### src/source/ahb_bridge_params.svh
`ifndef AHB_BRIDGE_PARAMS_SVH
`define AHB_BRIDGE_PARAMS_SVH

// Bus and data widths.
`define AHB_ADDR_W 32
`define AHB_DATA_W 32

// Request queue depth as a power of two.
`define REQ_FIFO_DEPTH 4

// HTRANS encodings.
`define HTRANS_IDLE   2'b00
`define HTRANS_NONSEQ 2'b10

// HSIZE encodings.
`define HSIZE_BYTE 3'b000
`define HSIZE_HALF 3'b001
`define HSIZE_WORD 3'b010

`endif

### src/source/ahb_bridge_pkg.sv
`include "ahb_bridge_params.svh"

package ahb_bridge_pkg;

  // *************************************************************************
  // Basic vector types.
  // *************************************************************************

  typedef logic [`AHB_ADDR_W-1:0]   addr_t;
  typedef logic [`AHB_DATA_W-1:0]   data_t;
  typedef logic [`AHB_DATA_W/8-1:0] strb_t;

  // Requesting port.
  typedef logic src_t;

  localparam src_t SRC_INSTR = 1'b0;
  localparam src_t SRC_DATA  = 1'b1;

  // *************************************************************************
  // Request and response records.
  // *************************************************************************

  // A zero strobe field is a read.
  typedef struct packed {
    addr_t addr;
    data_t wdata;
    strb_t wstrb;
    src_t  src;
  } mem_req_t;

  typedef struct packed {
    data_t rdata;
    logic  err;
    src_t  src;
  } mem_rsp_t;

  // Data phase tracking in the bus master.
  typedef enum logic [1:0] {
    DP_IDLE,
    DP_ACTIVE,
    DP_ERROR
  } dphase_e;

endpackage

### src/source/mem_port_arbiter.sv
`timescale 1ns/1ps

module mem_port_arbiter (
  input  logic                     m_ahb_hclk,
  input  logic                     m_ahb_hresetn,
  // Core request ports.
  input  ahb_bridge_pkg::mem_req_t instr_req,
  input  logic                     instr_valid,
  output logic                     instr_ready,
  input  ahb_bridge_pkg::mem_req_t data_req,
  input  logic                     data_valid,
  output logic                     data_ready,
  // Merged request stream.
  output ahb_bridge_pkg::mem_req_t arb_req,
  output logic                     arb_valid,
  input  logic                     arb_ready,
  // Responses from the master.
  input  ahb_bridge_pkg::mem_rsp_t rsp,
  input  logic                     rsp_valid,
  // Core response ports.
  output ahb_bridge_pkg::mem_rsp_t instr_rsp,
  output logic                     instr_rsp_valid,
  output ahb_bridge_pkg::mem_rsp_t data_rsp,
  output logic                     data_rsp_valid
);
  import ahb_bridge_pkg::*;

  src_t     last_src;
  logic     slot_valid;
  mem_req_t slot_req;
  logic     slot_free;
  logic     instr_take;
  logic     data_take;
  mem_req_t grant_req;

  // The slot can load when empty or when it drains this cycle.
  assign slot_free = !slot_valid || arb_ready;

  // On contention the port that was not granted last wins.
  assign instr_ready = slot_free && (!data_valid || last_src == SRC_DATA);
  assign data_ready  = slot_free && (!instr_valid || last_src == SRC_INSTR);

  assign instr_take = instr_valid && instr_ready;
  assign data_take  = data_valid && data_ready;

  always_comb begin
    grant_req     = data_req;
    grant_req.src = SRC_DATA;
    if (instr_take) begin
      grant_req     = instr_req;
      grant_req.src = SRC_INSTR;
    end
  end

  always_ff @(posedge m_ahb_hclk) begin
    if (!m_ahb_hresetn) begin
      slot_valid <= 1'b0;
      last_src   <= SRC_DATA;
    end else if (instr_take || data_take) begin
      slot_valid <= 1'b1;
      last_src   <= grant_req.src;
    end else if (arb_ready) begin
      slot_valid <= 1'b0;
    end
  end

  always_ff @(posedge m_ahb_hclk) begin
    if (instr_take || data_take) begin
      slot_req <= grant_req;
    end
  end

  assign arb_req   = slot_req;
  assign arb_valid = slot_valid;

  // *************************************************************************
  // Response steering by source.
  // *************************************************************************

  assign instr_rsp       = rsp;
  assign data_rsp        = rsp;
  assign instr_rsp_valid = rsp_valid && (rsp.src == SRC_INSTR);
  assign data_rsp_valid  = rsp_valid && (rsp.src == SRC_DATA);

  // A stalled request holds until the queue takes it.
  a_slot_stable: assert property (
    @(posedge m_ahb_hclk) disable iff (!m_ahb_hresetn)
    arb_valid && !arb_ready |=> arb_valid && $stable(arb_req)
  );

endmodule

### src/source/req_fifo.sv
`timescale 1ns/1ps

`include "ahb_bridge_params.svh"

module req_fifo #(
  parameter int DEPTH = `REQ_FIFO_DEPTH
) (
  input  logic                     m_ahb_hclk,
  input  logic                     m_ahb_hresetn,
  input  ahb_bridge_pkg::mem_req_t in_req,
  input  logic                     in_valid,
  output logic                     in_ready,
  output ahb_bridge_pkg::mem_req_t out_req,
  output logic                     out_valid,
  input  logic                     out_ready
);
  import ahb_bridge_pkg::*;

  localparam int PTR_W = $clog2(DEPTH);
  localparam int CNT_W = $clog2(DEPTH + 1);

  mem_req_t         mem [DEPTH];
  logic [PTR_W-1:0] wr_ptr;
  logic [PTR_W-1:0] rd_ptr;
  logic [CNT_W-1:0] count;
  logic             push;
  logic             pop;

  assign in_ready  = (count != CNT_W'(DEPTH));
  assign out_valid = (count != '0);
  assign out_req   = mem[rd_ptr];

  assign push = in_valid && in_ready;
  assign pop  = out_valid && out_ready;

  // Pointers wrap naturally on a power of two depth.
  always_ff @(posedge m_ahb_hclk) begin
    if (!m_ahb_hresetn) begin
      wr_ptr <= '0;
      rd_ptr <= '0;
      count  <= '0;
    end else begin
      if (push) begin
        wr_ptr <= wr_ptr + 1'b1;
      end
      if (pop) begin
        rd_ptr <= rd_ptr + 1'b1;
      end
      case ({push, pop})
        2'b10:   count <= count + 1'b1;
        2'b01:   count <= count - 1'b1;
        default: count <= count;
      endcase
    end
  end

  always_ff @(posedge m_ahb_hclk) begin
    if (push) begin
      mem[wr_ptr] <= in_req;
    end
  end

  // A full queue only leaves the full state through a pop.
  a_no_push_full: assert property (
    @(posedge m_ahb_hclk) disable iff (!m_ahb_hresetn)
    (count == CNT_W'(DEPTH)) && !pop |=> (count == CNT_W'(DEPTH)) && (wr_ptr == rd_ptr)
  );

  // An empty queue only leaves the empty state through a push.
  a_no_pop_empty: assert property (
    @(posedge m_ahb_hclk) disable iff (!m_ahb_hresetn)
    (count == '0) && !push |=> (count == '0) && (rd_ptr == wr_ptr)
  );

endmodule

### src/source/ahb_master.sv
`timescale 1ns/1ps

`include "ahb_bridge_params.svh"

module ahb_master (
  input  logic                     m_ahb_hclk,
  input  logic                     m_ahb_hresetn,
  // Request queue head.
  input  ahb_bridge_pkg::mem_req_t req,
  input  logic                     req_valid,
  output logic                     req_ready,
  // Responses.
  output ahb_bridge_pkg::mem_rsp_t rsp,
  output logic                     rsp_valid,
  // AHB-Lite master port.
  output ahb_bridge_pkg::addr_t    m_ahb_haddr,
  output logic                     m_ahb_hwrite,
  output logic [2:0]               m_ahb_hsize,
  output logic [1:0]               m_ahb_htrans,
  output logic [3:0]               m_ahb_hprot,
  output ahb_bridge_pkg::data_t    m_ahb_hwdata,
  input  ahb_bridge_pkg::data_t    m_ahb_hrdata,
  input  logic                     m_ahb_hready,
  input  logic                     m_ahb_hresp
);
  import ahb_bridge_pkg::*;

  dphase_e    dp_state;
  logic       addr_nonseq;
  logic       addr_accept;
  logic [1:0] addr_low;
  logic [2:0] size;
  data_t      wdata_q;
  src_t       src_q;
  logic [4:0] rd_shift;

  // *************************************************************************
  // Address phase driven straight from the queue head.
  // *************************************************************************

  // Size and lane offset from the strobe pattern.
  always_comb begin
    addr_low = 2'b00;
    size     = `HSIZE_WORD;
    case (req.wstrb)
      4'b0001: begin
        size = `HSIZE_BYTE;
      end
      4'b0010: begin
        size     = `HSIZE_BYTE;
        addr_low = 2'b01;
      end
      4'b0100: begin
        size     = `HSIZE_BYTE;
        addr_low = 2'b10;
      end
      4'b1000: begin
        size     = `HSIZE_BYTE;
        addr_low = 2'b11;
      end
      4'b0011: begin
        size = `HSIZE_HALF;
      end
      4'b1100: begin
        size     = `HSIZE_HALF;
        addr_low = 2'b10;
      end
      default: begin
        size = `HSIZE_WORD;
      end
    endcase
  end

  // No new transfer while an error response is finishing.
  assign addr_nonseq = req_valid && (dp_state != DP_ERROR);
  assign addr_accept = addr_nonseq && m_ahb_hready;
  assign req_ready   = addr_accept;

  assign m_ahb_haddr  = {req.addr[$bits(addr_t)-1:2], addr_low};
  assign m_ahb_hwrite = |req.wstrb;
  assign m_ahb_hsize  = size;
  assign m_ahb_htrans = addr_nonseq ? `HTRANS_NONSEQ : `HTRANS_IDLE;
  assign m_ahb_hprot  = {3'b000, req.src};
  assign m_ahb_hwdata = wdata_q;

  // *************************************************************************
  // Data phase.
  // *************************************************************************

  always_ff @(posedge m_ahb_hclk) begin
    if (!m_ahb_hresetn) begin
      dp_state  <= DP_IDLE;
      rsp_valid <= 1'b0;
    end else begin
      rsp_valid <= 1'b0;
      case (dp_state)
        DP_IDLE: begin
          if (addr_accept) begin
            dp_state <= DP_ACTIVE;
          end
        end
        DP_ACTIVE: begin
          if (m_ahb_hready) begin
            rsp_valid <= 1'b1;
            dp_state  <= addr_accept ? DP_ACTIVE : DP_IDLE;
          end else if (m_ahb_hresp) begin
            dp_state <= DP_ERROR;
          end
        end
        DP_ERROR: begin
          if (m_ahb_hready) begin
            rsp_valid <= 1'b1;
            dp_state  <= DP_IDLE;
          end
        end
        default: begin
          dp_state <= DP_IDLE;
        end
      endcase
    end
  end

  // Old src and shift are still in place when the response is captured.
  always_ff @(posedge m_ahb_hclk) begin
    if (addr_accept) begin
      wdata_q  <= req.wdata;
      src_q    <= req.src;
      rd_shift <= {addr_low, 3'b000};
    end
    if (m_ahb_hready && (dp_state != DP_IDLE)) begin
      rsp.rdata <= m_ahb_hrdata >> rd_shift;
      rsp.err   <= (dp_state == DP_ERROR) || m_ahb_hresp;
      rsp.src   <= src_q;
    end
  end

  a_strb_legal: assert property (
    @(posedge m_ahb_hclk) disable iff (!m_ahb_hresetn)
    req_valid |-> req.wstrb inside {4'b0000, 4'b0001, 4'b0010, 4'b0100, 4'b1000,
                                    4'b0011, 4'b1100, 4'b1111}
  );

  // The address phase pending behind an error is cancelled and the error comes back.
  a_err_cancel: assert property (
    @(posedge m_ahb_hclk) disable iff (!m_ahb_hresetn)
    (dp_state == DP_ACTIVE) && m_ahb_hresp && !m_ahb_hready
      |=> (m_ahb_htrans == `HTRANS_IDLE) ##1 rsp_valid && rsp.err
  );

endmodule

### src/source/ahb_bridge_top.sv
`timescale 1ns/1ps

`include "ahb_bridge_params.svh"

module ahb_bridge_top (
  input  logic                     m_ahb_hclk,
  input  logic                     m_ahb_hresetn,
  // Instruction port.
  input  ahb_bridge_pkg::mem_req_t instr_req,
  input  logic                     instr_valid,
  output logic                     instr_ready,
  output ahb_bridge_pkg::mem_rsp_t instr_rsp,
  output logic                     instr_rsp_valid,
  // Data port.
  input  ahb_bridge_pkg::mem_req_t data_req,
  input  logic                     data_valid,
  output logic                     data_ready,
  output ahb_bridge_pkg::mem_rsp_t data_rsp,
  output logic                     data_rsp_valid,
  // AHB-Lite bus.
  output ahb_bridge_pkg::addr_t    m_ahb_haddr,
  output logic                     m_ahb_hwrite,
  output logic [2:0]               m_ahb_hsize,
  output logic [1:0]               m_ahb_htrans,
  output logic [3:0]               m_ahb_hprot,
  output ahb_bridge_pkg::data_t    m_ahb_hwdata,
  input  ahb_bridge_pkg::data_t    m_ahb_hrdata,
  input  logic                     m_ahb_hready,
  input  logic                     m_ahb_hresp
);
  import ahb_bridge_pkg::*;

  mem_req_t arb_req;
  logic     arb_valid;
  logic     arb_ready;
  mem_req_t fifo_req;
  logic     fifo_valid;
  logic     fifo_ready;
  mem_rsp_t rsp;
  logic     rsp_valid;

  mem_port_arbiter u_arbiter (
    .m_ahb_hclk      (m_ahb_hclk),
    .m_ahb_hresetn   (m_ahb_hresetn),
    .instr_req       (instr_req),
    .instr_valid     (instr_valid),
    .instr_ready     (instr_ready),
    .data_req        (data_req),
    .data_valid      (data_valid),
    .data_ready      (data_ready),
    .arb_req         (arb_req),
    .arb_valid       (arb_valid),
    .arb_ready       (arb_ready),
    .rsp             (rsp),
    .rsp_valid       (rsp_valid),
    .instr_rsp       (instr_rsp),
    .instr_rsp_valid (instr_rsp_valid),
    .data_rsp        (data_rsp),
    .data_rsp_valid  (data_rsp_valid)
  );

  req_fifo #(
    .DEPTH (`REQ_FIFO_DEPTH)
  ) u_req_fifo (
    .m_ahb_hclk    (m_ahb_hclk),
    .m_ahb_hresetn (m_ahb_hresetn),
    .in_req        (arb_req),
    .in_valid      (arb_valid),
    .in_ready      (arb_ready),
    .out_req       (fifo_req),
    .out_valid     (fifo_valid),
    .out_ready     (fifo_ready)
  );

  ahb_master u_master (
    .m_ahb_hclk    (m_ahb_hclk),
    .m_ahb_hresetn (m_ahb_hresetn),
    .req           (fifo_req),
    .req_valid     (fifo_valid),
    .req_ready     (fifo_ready),
    .rsp           (rsp),
    .rsp_valid     (rsp_valid),
    .m_ahb_haddr   (m_ahb_haddr),
    .m_ahb_hwrite  (m_ahb_hwrite),
    .m_ahb_hsize   (m_ahb_hsize),
    .m_ahb_htrans  (m_ahb_htrans),
    .m_ahb_hprot   (m_ahb_hprot),
    .m_ahb_hwdata  (m_ahb_hwdata),
    .m_ahb_hrdata  (m_ahb_hrdata),
    .m_ahb_hready  (m_ahb_hready),
    .m_ahb_hresp   (m_ahb_hresp)
  );

endmodule

### config.mk
export PLATFORM = sky130hd
export DESIGN_NAME = ahb_bridge_top
export DESIGN_NICKNAME = d
export VERILOG_FILES = /design/src/source/ahb_bridge_pkg.sv /design/src/source/mem_port_arbiter.sv /design/src/source/req_fifo.sv /design/src/source/ahb_master.sv /design/src/source/ahb_bridge_top.sv
export VERILOG_INCLUDE_DIRS = /design/src /design/src/source
export SDC_FILE = /design/constraint.sdc
export NUM_CORES = 1
export LEC_CHECK = 0
export ABC_AREA = 1
export BUFFER_PORTS_ARGS = -buffer_cell sky130_fd_sc_hd__clkbuf_2
export CORE_AREA = 3 3 176 178
export CTS_BUF_LIST = sky130_fd_sc_hd__clkbuf_2 sky130_fd_sc_hd__clkbuf_4 sky130_fd_sc_hd__clkbuf_8
export DETAILED_ROUTE_END_ITERATION = 6
export DIE_AREA = 0 0 179 181
export GPL_TIMING_DRIVEN = 0
export PLACE_DENSITY = 0.92
export SYNTH_ARGS = -nofsm -noshare
export SYNTH_HDL_FRONTEND = slang
export SYNTH_SLANG_ARGS = --single-unit
export TNS_END_PERCENT = 30
### constraint.sdc
create_clock -name m_ahb_hclk -period 5 [get_ports m_ahb_hclk]
set_input_delay 0.75 -clock m_ahb_hclk [delete_from_list [all_inputs] [get_ports m_ahb_hclk]]
set_output_delay 0.75 -clock m_ahb_hclk [all_outputs]
set_load 0.02 [all_outputs]
==> impl_metrics.csv <==
group,metric,value,unit
run_status,status,"complete, no violations",
timing,drv_slew,0,
timing,finalCriticalPeriod,3.35,ns
timing,setup-violations-final,0,
synth,yosysUniqueCellTypes,32,
finish,design_area,20400,um^2
grt,antenna_found_initial,2,
route,vias,11832,
finish,fill_cells,1980,
timing,hold_viol,0,
clocking,cts_setup_buffers,0,
grt,grt_pass1_wl,63.1,mm
floorplan,dieArea,32400,um^2
worst_setup_path,required,4.25,ns
floorplan,initial_utilization,56.9,%
clocking,cts_tree,"built",
finish,synthToLayoutAreaGrowth,21.4,%
place,gp_congestion,0.938,
grt,overflow,0,
floorplan,coreArea,29600,um^2
min_path,hold_path.class,"primary input to flop",
grt,grt_usage,25.8,%
synth,netlist_area,16800,um^2
worst_setup_path,crit_top_cell,"buf_4",
floorplan,io_pins,322,
timing,fin_crit_sh,66.9,%
route,drc,0,
route,drt_iter0_markers,1119,
place,port_buffers,310,
timing,finalSetupTns,0,ns
power,powerDensity,508,nW/um^2
timing,slew_headroom,39.4,%
place,dp_hpwl,28.4,mm
finish,final_common_cell,"edfxtp_1",
power,max-vdd-ir-drop,0.270,mV
route,post_drt_via_cell_ratio,5.51,
synth,avgSynthCellArea,12.8,um^2
worst_setup_path,slowest_delay,0.43,ns
grt,grt_pass1_vias,11790,
route,wl_per_cell,19.5,um
worst_setup_path,endpoint_kind,"output pin",
synth,ys.flop_type,"edfxtp_1",
route,dr.pass1.iters,5,
floorplan,rows,63,
synth,synth_seq_cells,418,
finish,stdcell_count,2148,
worst_setup_path,worstSetupStartpointType,"flop",
worst_setup_path,worstSetupPathType,"flop to output pin",
finish,fin_nets,1891,
timing,max_freq,299,MHz
floorplan,die_y,181,um
synth,ys_warn_count,0,
finish,drive_gt1_share,30.8,%
worst_setup_path,arrival,2.60,ns
synth,synthTopCellsByArea,"edfxtp_1 72%, o21ai_0 5.7%, nor2_1 3.3%, buf_4 3.3%, nand2_1 3.0%",
clocking,clock_sinks,418,
clocking,ctsResizeCount,0,
floorplan,die_w,179,um
synth,ys_async_sr_fraction,0,%
route,ant_nets,0,
timing,finClkSkew,0.0383,ns
place,dpl-instance-area,19100,um^2
clocking,clk_pin_slew_worst_paths,0.06,ns
timing,fin_hold_ws,0.410,ns
grt,grt_start_max_net_pins,44,
place,dp_cells,2028,
power,p_leak,8.25,nW
clocking,worstSkewPairLatency,0.58,ns
worst_setup_path,crit_chain,"inv_1 > buf_4 > clkbuf_1 > o21ai_0 > o22ai_1 > buf_4 > clkbuf_2",
clocking,cts_made_buffers,66,
clocking,htree_levels,3,
worst_setup_path,cpMaxStageDelayCell,"clkbuf_1",
worst_setup_path,crit_buf_inv,5,
finish,final_cell_mix,"404 x edfxtp_1, 311 x clkbuf_2, 193 x o21ai_0",
timing,rsz0062_at_grt,"no",
run,maxCapViolCount,0,
route,routed_wl,42.0,mm
synth,synth_top_area_share,72.1,%
timing,tightest_slew,0.907,ns
synth,ys_seq_area_share,73.8,%
synth,synthCells,1315,
clocking,cts-root-buf,"clkbuf_8",
worst_setup_path,path_max_fanout,10,
synth,synth_top_area_cell,"edfxtp_1",
clocking,clock_path_buffers,3,
synth,synth-edff-count,404,
worst_setup_path,crit_family,"buffers and inverters",
clocking,hold_buffers,0,
==> worst paths after layout <==
kind                                            start               endpoint  slack, ns  depth (start not counted)
worst max-delay path                             flop        m_ahb_haddr[26]       1.65                          7
worst min-delay path                     m_ahb_hready     u_master.rsp_valid       0.41                          3
worst max register to register    u_req_fifo.count[1]  u_arbiter.arb_req[56]       2.70                          7
worst min register to register  u_arbiter.arb_req[56]  u_req_fifo.mem[0][56]       0.48                          0
==> Yosys cell counts, types with 2 or more instances <==
master,instances
inv_2,2
nand3_1,15
a21oi_1,32
buf_4,74
nand2_1,133
o21ai_1,24
dfxtp_1,14
clkbuf_1,33
buf_2,23
o21ai_0,193
buf_6,8
a22oi_1,3
o22ai_1,63
edfxtp_1,404
nor2_1,150
ha_1,8
o32ai_1,2
nand3_4,2
o31ai_1,5
nor3_1,7
inv_1,109
==> area by class of cell <==
| type | count | area [um^2] | area share (%) |
|---|---|---|---|
| antenna | 1 | 2.50 | 0.0123 |
| buffer | 139 | 890 | 4.36 |
| clock buffer | 81 | 1030 | 5.06 |
| clock inverter | 38 | 277 | 1.35 |
| inverter | 113 | 427 | 2.09 |
| multi-input combinational | 649 | 3160 | 15.5 |
| sequential | 418 | 12400 | 60.8 |
| tap | 390 | 488 | 2.39 |
| timing repair buffer | 319 | 1740 | 8.51 |
==> power by group <==
group          total, mW  internal (mW)  leakage [nW]  switching (mW)
clock               2.85           1.54         0.691            1.31
combinational       2.84          0.928          3.68            1.91
sequential          4.69           4.49          3.88           0.205
==> per-stage QoR <==
step	setup slack (ns)	util, %	total power [mW]
floorplan	1.05	-	6.52
global placement	-1.19	63.9	7.43
detailed placement	2.26	64.7	7.58
CTS	1.70	69.1	10.4
global route	1.48	69.1	10.9
finish	1.65	69.1	10.4
==> tightest hold or removal path, delay by kind of cell <==
family                 cells  cell delay [ns]
AND/OR/NAND/NOR            2             0.08
buffers and inverters      1             0.10
==> logic make-up (layout without fill, tap and decap cells) <==
logic type | count (synthesis) | in the layout | share of synthesized area (%)
flops | 418 | 418 | 73.8
compound gates | 322 | 322 | 10.2
simple gates | 311 | 311 | 7.35
buf+inv | 252 | 690 | 7.82
fa+ha+maj | 9 | 9 | 0.714
other cells | 1 | 6 | 0.0223
xor+xnor | 1 | 1 | 0.0521
mux | 1 | 1 | 0.0595
==> flip-flops by register name (all words and copies together), names as in the netlist, named ones only <==
register and flops:
u_req_fifo.mem 268, u_master.rsp_valid 1, u_master.m_ahb_hwdata 32, u_arbiter.arb_req 67, u_master.dp_state 2, u_req_fifo.rd_ptr 2, u_req_fifo.count 3, u_master.rd_shift 2
u_master.rsp 34, u_arbiter.last_src 1, u_master.src_q 1, u_req_fifo.wr_ptr 2, u_arbiter.arb_valid 1
==> metal layers <==
metal / track usage (%) / up-vias / part of all wire, %
met3: 5.30 / 126 / 10
li1: - / 5378 / -
met4: 11.3 / 2 / 3.9
met5: 0 / - / 0.026
met1: 30.7 / 5562 / 34
met2: 45.0 / 764 / 52
(Power assumes the default switching activity.)
